`config.mk`:
```
export PLATFORM = sky130hd
export DESIGN_NAME = multicycleController
export DESIGN_NICKNAME = d
export VERILOG_FILES = /design/src/rvCtrlPkg.sv /design/src/multicycleController.sv /design/src/instrDecoder.sv /design/src/mainFsm.sv
export VERILOG_INCLUDE_DIRS = /design/src
export SDC_FILE = /design/constraint.sdc
export NUM_CORES = 1
export LEC_CHECK = 0
export ABC_AREA = 1
export BUFFER_PORTS_ARGS = -buffer_cell sky130_fd_sc_hd__buf_2
export CORE_UTILIZATION = 41
export CTS_CLUSTER_SIZE = 28
export DETAILED_ROUTE_END_ITERATION = 12
export PLACE_DENSITY = 0.83
export SYNTH_ARGS = -nofsm -noshare
export SYNTH_HDL_FRONTEND = slang
export SYNTH_SLANG_ARGS = --single-unit
export TNS_END_PERCENT = 50
```
`constraint.sdc`:
```
create_clock -name clk -period 1.35 [get_ports clk]
set_clock_uncertainty 0.05 [all_clocks]
set_input_delay 0.0675 -clock clk [delete_from_list [all_inputs] [get_ports clk]]
set_output_delay 0.0675 -clock clk [all_outputs]
set_load 0.01 [all_outputs]
```
`src/rvCtrl_cfg.svh`:
```
/*
 * Shared widths and RV32 opcode values for the multicycle control unit.
 * Include this header wherever port widths or opcode compares are needed.
 */
`ifndef RVCTRL_CFG_SVH
`define RVCTRL_CFG_SVH

// instruction field widths
`define OPCODE_W  7
`define FUNCT3_W  3

// datapath select and code widths
`define SEL_W     2
`define ALUCTRL_W 3
`define IMMSRC_W  3

// major opcodes, bits [6:0] of the instruction
`define OP_LOAD   7'b0000011
`define OP_STORE  7'b0100011
`define OP_RTYPE  7'b0110011
`define OP_ITYPE  7'b0010011
`define OP_JAL    7'b1101111
`define OP_BRANCH 7'b1100011
`define OP_LUI    7'b0110111
`define OP_NOP    7'b0000000  // all-zero word treated as nop

`endif
```
`src/rvCtrlPkg.sv`:
```
/*
 * Types shared by the controller blocks and the testbench: FSM states,
 * ALU operation classes, ALU control codes, immediate types and the buses.
 */
`include "rvCtrl_cfg.svh"

package rvCtrlPkg;

    typedef enum logic [3:0] {
        S_RESET, S_FETCH, S_DECODE, S_MEMADDR, S_MEMREAD, S_MEMWB, S_MEMWRITE,
        S_EXECR, S_ALUWB, S_EXECI, S_JAL, S_BEQ, S_LUI, S_ERROR
    } state_t;

    // operation class issued by the FSM
    typedef enum logic [1:0] {
        ALUOP_ADD   = 2'b00,
        ALUOP_SUB   = 2'b01,
        ALUOP_FUNCT = 2'b10  // decode from funct3 / funct7b5
    } aluOp_t;

    typedef enum logic [`ALUCTRL_W-1:0] {
        ALU_ADD = 3'b000,
        ALU_SUB = 3'b001,
        ALU_AND = 3'b010,
        ALU_OR  = 3'b011,
        ALU_XOR = 3'b100,
        ALU_SLT = 3'b101
    } aluCtrl_t;

    typedef enum logic [`IMMSRC_W-1:0] {
        IMM_I = 3'b000,
        IMM_S = 3'b001,
        IMM_B = 3'b010,
        IMM_J = 3'b011,
        IMM_U = 3'b100
    } immSrc_t;

    // per-state controls straight out of the FSM
    typedef struct packed {
        logic              pcWrite;
        logic              adrSrc;
        logic              memWrite;
        logic              irWrite;
        logic [`SEL_W-1:0] resultSrc;
        logic [`SEL_W-1:0] aluSrcA;
        logic [`SEL_W-1:0] aluSrcB;
        logic              regWrite;
        aluOp_t            aluOp;
    } fsmCtrl_t;

    // full bundle seen by the datapath
    typedef struct packed {
        logic              pcWrite;
        logic              adrSrc;
        logic              memWrite;
        logic              irWrite;
        logic [`SEL_W-1:0] resultSrc;
        logic [`SEL_W-1:0] aluSrcA;
        logic [`SEL_W-1:0] aluSrcB;
        logic              regWrite;
        aluCtrl_t          aluControl;
        immSrc_t           immSrc;
    } ctrlBus_t;

endpackage

```
`src/multicycleController.sv`:
```
/*
 * Top of the multicycle RV32 control unit. Joins the FSM and the ALU /
 * immediate decoder into one control bus for the datapath.
 */
`timescale 1ns/1ns
`include "rvCtrl_cfg.svh"

module multicycleController (
    input  logic                 clk,
    input  logic                 resetn,
    input  logic [`OPCODE_W-1:0] i_op,        // from the instruction register
    input  logic [`FUNCT3_W-1:0] i_funct3,
    input  logic                 i_funct7b5,
    input  logic                 i_zero,
    output rvCtrlPkg::ctrlBus_t  o_ctrl,
    output logic                 o_illegal    // one-cycle strobe from S_ERROR
);

    import rvCtrlPkg::*;

    fsmCtrl_t fsmCtrl;
    aluCtrl_t aluControl;
    immSrc_t  immSrc;

    mainFsm u_mainFsm (
        .clk       (clk),
        .resetn    (resetn),
        .i_op      (i_op),
        .i_zero    (i_zero),
        .o_fsmCtrl (fsmCtrl),
        .o_illegal (o_illegal)
    );

    instrDecoder u_instrDecoder (
        .i_aluOp      (fsmCtrl.aluOp),
        .i_op         (i_op),
        .i_funct3     (i_funct3),
        .i_funct7b5   (i_funct7b5),
        .o_aluControl (aluControl),
        .o_immSrc     (immSrc)
    );

    // aluOp stays internal, replaced by the decoded code
    assign o_ctrl = '{
        pcWrite:    fsmCtrl.pcWrite,
        adrSrc:     fsmCtrl.adrSrc,
        memWrite:   fsmCtrl.memWrite,
        irWrite:    fsmCtrl.irWrite,
        resultSrc:  fsmCtrl.resultSrc,
        aluSrcA:    fsmCtrl.aluSrcA,
        aluSrcB:    fsmCtrl.aluSrcB,
        regWrite:   fsmCtrl.regWrite,
        aluControl: aluControl,
        immSrc:     immSrc
    };

endmodule

```
`src/instrDecoder.sv`:
```
/*
 * Combinational decoder: turns the FSM's ALU operation class into an ALU
 * control code and picks the immediate type from the opcode.
 */
`timescale 1ns/1ns
`include "rvCtrl_cfg.svh"

module instrDecoder (
    input  rvCtrlPkg::aluOp_t    i_aluOp,
    input  logic [`OPCODE_W-1:0] i_op,
    input  logic [`FUNCT3_W-1:0] i_funct3,
    input  logic                 i_funct7b5,
    output rvCtrlPkg::aluCtrl_t  o_aluControl,
    output rvCtrlPkg::immSrc_t   o_immSrc
);

    import rvCtrlPkg::*;

    logic rTypeSub;

    // only R-type uses funct7b5 for sub; addi has no such bit
    assign rTypeSub = (i_op == `OP_RTYPE) && i_funct7b5;

    always_comb
    begin
        o_aluControl = ALU_ADD;
        case (i_aluOp)
            ALUOP_ADD:  o_aluControl = ALU_ADD;
            ALUOP_SUB:  o_aluControl = ALU_SUB;
            ALUOP_FUNCT:
            begin
                case (i_funct3)
                    3'b000:  o_aluControl = rTypeSub ? ALU_SUB : ALU_ADD;
                    3'b010:  o_aluControl = ALU_SLT;
                    3'b100:  o_aluControl = ALU_XOR;
                    3'b110:  o_aluControl = ALU_OR;
                    3'b111:  o_aluControl = ALU_AND;
                    default: o_aluControl = ALU_ADD;  // shifts / sltu not supported
                endcase
            end
            default:    o_aluControl = ALU_ADD;
        endcase
    end

    // immediate layout by instruction format
    always_comb
    begin
        case (i_op)
            `OP_STORE:  o_immSrc = IMM_S;
            `OP_BRANCH: o_immSrc = IMM_B;
            `OP_JAL:    o_immSrc = IMM_J;
            `OP_LUI:    o_immSrc = IMM_U;
            default:    o_immSrc = IMM_I;
        endcase
    end

endmodule

```
`src/mainFsm.sv`:
```
/*
 * Moore FSM of the multicycle controller. Steps one instruction at a time
 * through fetch, decode and execute, driving the per-state control bundle.
 * The opcode input must hold from Decode until the instruction finishes.
 */
`timescale 1ns/1ns
`include "rvCtrl_cfg.svh"

module mainFsm (
    input  logic                 clk,
    input  logic                 resetn,      // high puts the FSM back in S_RESET
    input  logic [`OPCODE_W-1:0] i_op,
    input  logic                 i_zero,      // ALU zero flag, used by beq only
    output rvCtrlPkg::fsmCtrl_t  o_fsmCtrl,
    output logic                 o_illegal
);

    import rvCtrlPkg::*;

    state_t state;
    state_t nextState;

    always_ff @(posedge clk)
    begin
        if (resetn)
        begin
            state <= S_RESET;
        end
        else
        begin
            state <= nextState;
        end
    end

    // next state from current state and opcode
    always_comb
    begin
        nextState = S_ERROR;
        case (state)
            S_RESET:    nextState = S_FETCH;
            S_FETCH:    nextState = S_DECODE;
            S_DECODE:
            begin
                case (i_op)
                    `OP_LOAD,
                    `OP_STORE:  nextState = S_MEMADDR;
                    `OP_RTYPE:  nextState = S_EXECR;
                    `OP_ITYPE:  nextState = S_EXECI;
                    `OP_JAL:    nextState = S_JAL;
                    `OP_BRANCH: nextState = S_BEQ;
                    `OP_LUI:    nextState = S_LUI;
                    `OP_NOP:    nextState = S_FETCH;  // nothing to execute
                    default:    nextState = S_ERROR;
                endcase
            end
            S_MEMADDR:
            begin
                if (i_op == `OP_LOAD)
                begin
                    nextState = S_MEMREAD;
                end
                else if (i_op == `OP_STORE)
                begin
                    nextState = S_MEMWRITE;
                end
                else
                begin
                    nextState = S_ERROR;  // opcode changed mid-instruction
                end
            end
            S_MEMREAD:  nextState = S_MEMWB;
            S_EXECR,
            S_EXECI,
            S_JAL:      nextState = S_ALUWB;
            S_LUI:      nextState = S_EXECI;  // upper imm added to zero base
            S_MEMWB,
            S_MEMWRITE,
            S_ALUWB,
            S_BEQ:      nextState = S_FETCH;
            S_ERROR:    nextState = S_RESET;
            default:    nextState = S_ERROR;
        endcase
    end

    // controls depend on state only, apart from the beq pcWrite
    always_comb
    begin
        o_fsmCtrl = '0;
        o_fsmCtrl.aluOp = ALUOP_ADD;
        case (state)
            S_FETCH:
            begin
                o_fsmCtrl.pcWrite   = 1'b1;
                o_fsmCtrl.irWrite   = 1'b1;
                o_fsmCtrl.resultSrc = 2'b10;  // PC + 4 straight from the ALU
                o_fsmCtrl.aluSrcA   = 2'b00;
                o_fsmCtrl.aluSrcB   = 2'b10;
            end
            S_DECODE:
            begin
                // branch / jump target precomputed here
                o_fsmCtrl.aluSrcA = 2'b01;
                o_fsmCtrl.aluSrcB = 2'b01;
            end
            S_MEMADDR:
            begin
                o_fsmCtrl.aluSrcA = 2'b10;
                o_fsmCtrl.aluSrcB = 2'b01;
            end
            S_MEMREAD:  o_fsmCtrl.adrSrc = 1'b1;
            S_MEMWB:
            begin
                o_fsmCtrl.resultSrc = 2'b01;  // read data
                o_fsmCtrl.regWrite  = 1'b1;
            end
            S_MEMWRITE:
            begin
                o_fsmCtrl.adrSrc   = 1'b1;
                o_fsmCtrl.memWrite = 1'b1;
            end
            S_EXECR:
            begin
                o_fsmCtrl.aluSrcA = 2'b10;
                o_fsmCtrl.aluSrcB = 2'b00;
                o_fsmCtrl.aluOp   = ALUOP_FUNCT;
            end
            S_ALUWB:    o_fsmCtrl.regWrite = 1'b1;
            S_EXECI:
            begin
                o_fsmCtrl.aluSrcA = 2'b10;
                o_fsmCtrl.aluSrcB = 2'b01;
                o_fsmCtrl.aluOp   = ALUOP_FUNCT;
            end
            S_JAL:
            begin
                o_fsmCtrl.pcWrite = 1'b1;
                o_fsmCtrl.aluSrcA = 2'b01;  // old PC + 4 for rd
                o_fsmCtrl.aluSrcB = 2'b10;
            end
            S_BEQ:
            begin
                o_fsmCtrl.pcWrite = i_zero;  // taken only when rs1 == rs2
                o_fsmCtrl.aluSrcA = 2'b10;
                o_fsmCtrl.aluSrcB = 2'b00;
                o_fsmCtrl.aluOp   = ALUOP_SUB;
            end
            S_LUI:
            begin
                o_fsmCtrl.aluSrcA = 2'b11;  // zero operand
                o_fsmCtrl.aluSrcB = 2'b10;
            end
            default:    o_fsmCtrl = '0;  // reset and error stay idle
        endcase
    end

    assign o_illegal = (state == S_ERROR);

endmodule

```
==> flow_summary_export.csv <==
group,metric,value,unit
status,status,"finished with violations",
status,violations,"setup timing",
sta,slew_viol_final,0,
synthesis,synth_common_cells,"28 x nor2_1, 25 x nand2_1, 13 x inv_1, 9 x nand3_1",
clocking,max-clock-path-buffers,2,
sta,relSlewSlack,0.824,
setup_path,critPathCaptureType,"primary output",
global_route,grt_max_degree,6,
clocking,cts-root-buf,"clkbuf_4",
sta,max_freq,0.584,GHz
synthesis,synth_area_leaders,"nor2_1 16%, nand2_1 14%, dfxtp_1 12%, inv_1 7.3%, nand3_1 6.7%",
sta,worstMarginPinSlew,0.263,ns
synthesis,yosys.cell_count.top_type,"nor2_1",
worst_hold_path,worstHoldPathType,"primary input to flop",
place,place_worst_setup_slack,-0.164,ns
worst_hold_path,hold_path_end,"u_mainFsm.state[1]$_SDFF_PP0_",
routing,num_vias,956,
finish,regMostFlops,"u_mainFsm.state",
setup_path,cpLargestDelayFamily,"simple AND/OR/NAND/NOR gates",
setup_path,crit_required,1.23,ns
synthesis,synthArstFlopShare,0,
finish,reg.largest.list,"u_mainFsm.state x4",
routing,drc,0,
setup_path,regToRegSetupSlack,-0.06,ns
power,ir_drop,0.853,mV
clocking,clkLatencyLatePin,0.24,ns
setup_path,start_kind,"flop",
floorplan,die_area,1800,um2
floorplan,start_util,0.441,
routing,wl,2210,um
sta,rsz0062_at_grt,"yes",
floorplan,io_pins,32,
sta,setup_viol,10,
global_route,antenna_found_initial,0,
clocking,cts.clk_slew.worst_paths,0.04,ns
sta,final_hold_viol_count,0,
setup_path,critPathBufInv,4,
synthesis,synth.cell_area,672,um2
synthesis,ys.flop_type,"dfxtp_1",
place,place.detailed.hpwl,1590,um
global_route,grt_pass1_wl,3550,um
flow_run,drv_cap,0,
global_route,grt_overflow_total,0,
clocking,cts_tree,"yes",
worst_hold_path,hp-start,"i_op[5]",
synthesis,synth_edf_count,0,
setup_path,rr_endpoint,"u_mainFsm.state[0]$_SDFF_PP0_",
routing,ant_nets,0,
synthesis,synth.distinct_cells,20,
place,gp_congestion,0.898,
routing,drt_iter0_drc,25,
global_route,grtUsageTotal,0.254,
setup_path,worstPathCellList,"inv_4, nand2_4, nor2_4, nor2_4, inv_2, ha_4, inv_4, nor2_1, a21oi_1, nor2_1, buf_2",
finish,antenna_cells,0,
worst_hold_path,whs_path_depth,5,
routing,viasPerCell,5.11,
synthesis,avgSynthCellArea,5.46,um2
floorplan,dieWidth,42.5,um
synthesis,synth-warning-count,0,
synthesis,synth_top_area_cell,"nor2_1",
synthesis,postSynthRegisterBits,4,
routing,wl_per_cell,11.8,um
setup_path,rr_worst_depth,8,
routing,drt_pass1_iterations,4,
finish,fill_cells,111,
global_route,grt_pass1_vias,911,
setup_path,criticalPathCategory,"flop to primary output",
setup_path,path_max_fanout,4,
floorplan,dieHeight,42.5,um
finish,largest_reg_flops,4,
setup_path,critPathArrivalTime,1.60,ns
sta,setup_tns,-1.61,ns
sta,finalCritPeriodShare,1.27,
synthesis,synth_seq_area_share,0.119,
place,port_buffers,31,
finish,drive_gt1_frac,0.509,
setup_path,slowest_stage,"dfxtp_4",
synthesis,synthDominantCellAreaShare,0.156,
floorplan,core-area,1520,um2
clocking,cts_num_sinks,4,
synthesis,synth_fp_nets,139,
power,p_per_area,1460,nW/um2
sta,fin_ws,-0.363,ns
sta,min_period,1.71,ns
setup_path,max_stage_delay,0.38,ns
clocking,cts-buffers-inserted,3,
finish,nNetsFinal,189,
setup_path,r2r_start,"u_mainFsm.state[2]$_SDFF_PP0_",
floorplan,num_rows,14,
synthesis,syn_inst,123,
power,p_leak,0.606,nW
finish,syn_to_final_growth,66.5,%
clocking,htree_levels,1,
cell usage in the layout (no fill, tap or decap), types with 5 or more instances in the layout:
| master | instances |
|---|---|
| a21oi_1 | 6 |
| buf_2 | 31 |
| buf_4 | 10 |
| inv_1 | 11 |
| inv_2 | 5 |
| nand2_1 | 24 |
| nand2_2 | 5 |
| nand2_4 | 5 |
| nand3_1 | 9 |
| nor2_1 | 22 |
| nor2_2 | 5 |
| nor2_4 | 8 |
cells by family after synthesis:
family	synth area share
and+or+nand+nor	0.624
buffers and inverters	0.106
AOI/OAI and AO/OA	0.101
DFF	0.119
adders and majority gates	0.0372
xor gates and xnor gates	0.0130
worst register-to-register path: cells and delay by family, from the launching register on:
family | cells | cell delay [ns]
compound gates | 1 | 0.21
buf+inv | 4 | 0.45
simple gates | 3 | 0.25
flops | 1 | 0.36
per-layer routing:
layer	vias up	GRT usage	part of all wire
li1	486	-	-
met1	427	0.255	0.40
met2	35	0.492	0.53
met3	8	0.0388	0.039
met4	0	0.125	0.026
met5	-	0	0
power by group:
part	total [W]	switching (W)	internal, W
sequential	0.000278	0.0000872	0.000191
combinational	0.00121	0.000680	0.000527
clock	0.000153	0.0000530	0.0000997
how the worst max path moves through the flow:
stage	from	endpoint	slack (ns)	cells past startpoint
floorplan	u_mainFsm.state[3]$_SDFF_PP0_	o_ctrl[3]	0.01	10
global placement	u_mainFsm.state[2]$_SDFF_PP0_	o_ctrl[3]	-0.13	11
detailed placement	u_mainFsm.state[2]$_SDFF_PP0_	o_ctrl[3]	-0.16	11
CTS	u_mainFsm.state[2]$_SDFF_PP0_	o_ctrl[3]	-0.32	11
global route	u_mainFsm.state[2]$_SDFF_PP0_	o_ctrl[3]	-0.44	11
finish	u_mainFsm.state[2]$_SDFF_PP0_	o_ctrl[3]	-0.36	11
through the flow:
step / instance area (um2) / power, W / hold slack (ns) / util / std cells
after detailed placement: 942 / 0.00120 / 0.222 / 0.618 / 178
after global routing: 1120 / 0.00175 / 0.360 / 0.734 / 187
after CTS: 1070 / 0.00153 / 0.307 / 0.703 / 185
after global placement: 942 / 0.00117 / 0.216 / 0.618 / 178
after floorplan: 707 / 0.000835 / 0.0792 / - / 123
final: 1120 / 0.00164 / 0.334 / 0.734 / 187
final cells by class:
cell class                      count  area (um2)  share of cell area
Clock buffer                        3        22.5              0.0201
Inverter                           19        78.8              0.0705
Multi-Input combinational cell    100         628               0.562
Sequential cell                     4        95.1              0.0850
Tap cell                           16        20.0              0.0179
Timing Repair Buffer               45         274               0.245
repair_timing:
| item | 4_1_cts | 5_1_grt |
|---|---|---|
| hold buffers | 1 | 0 |
| setup buffers | 3 | 2 |
| pin swaps | 7 | 2 |
| resized for setup | 22 | 9 |
| hold endpoints to repair | 4 | 0 |
| setup endpoints to repair | 9 | 11 |
(Power assumes the default switching activity.)
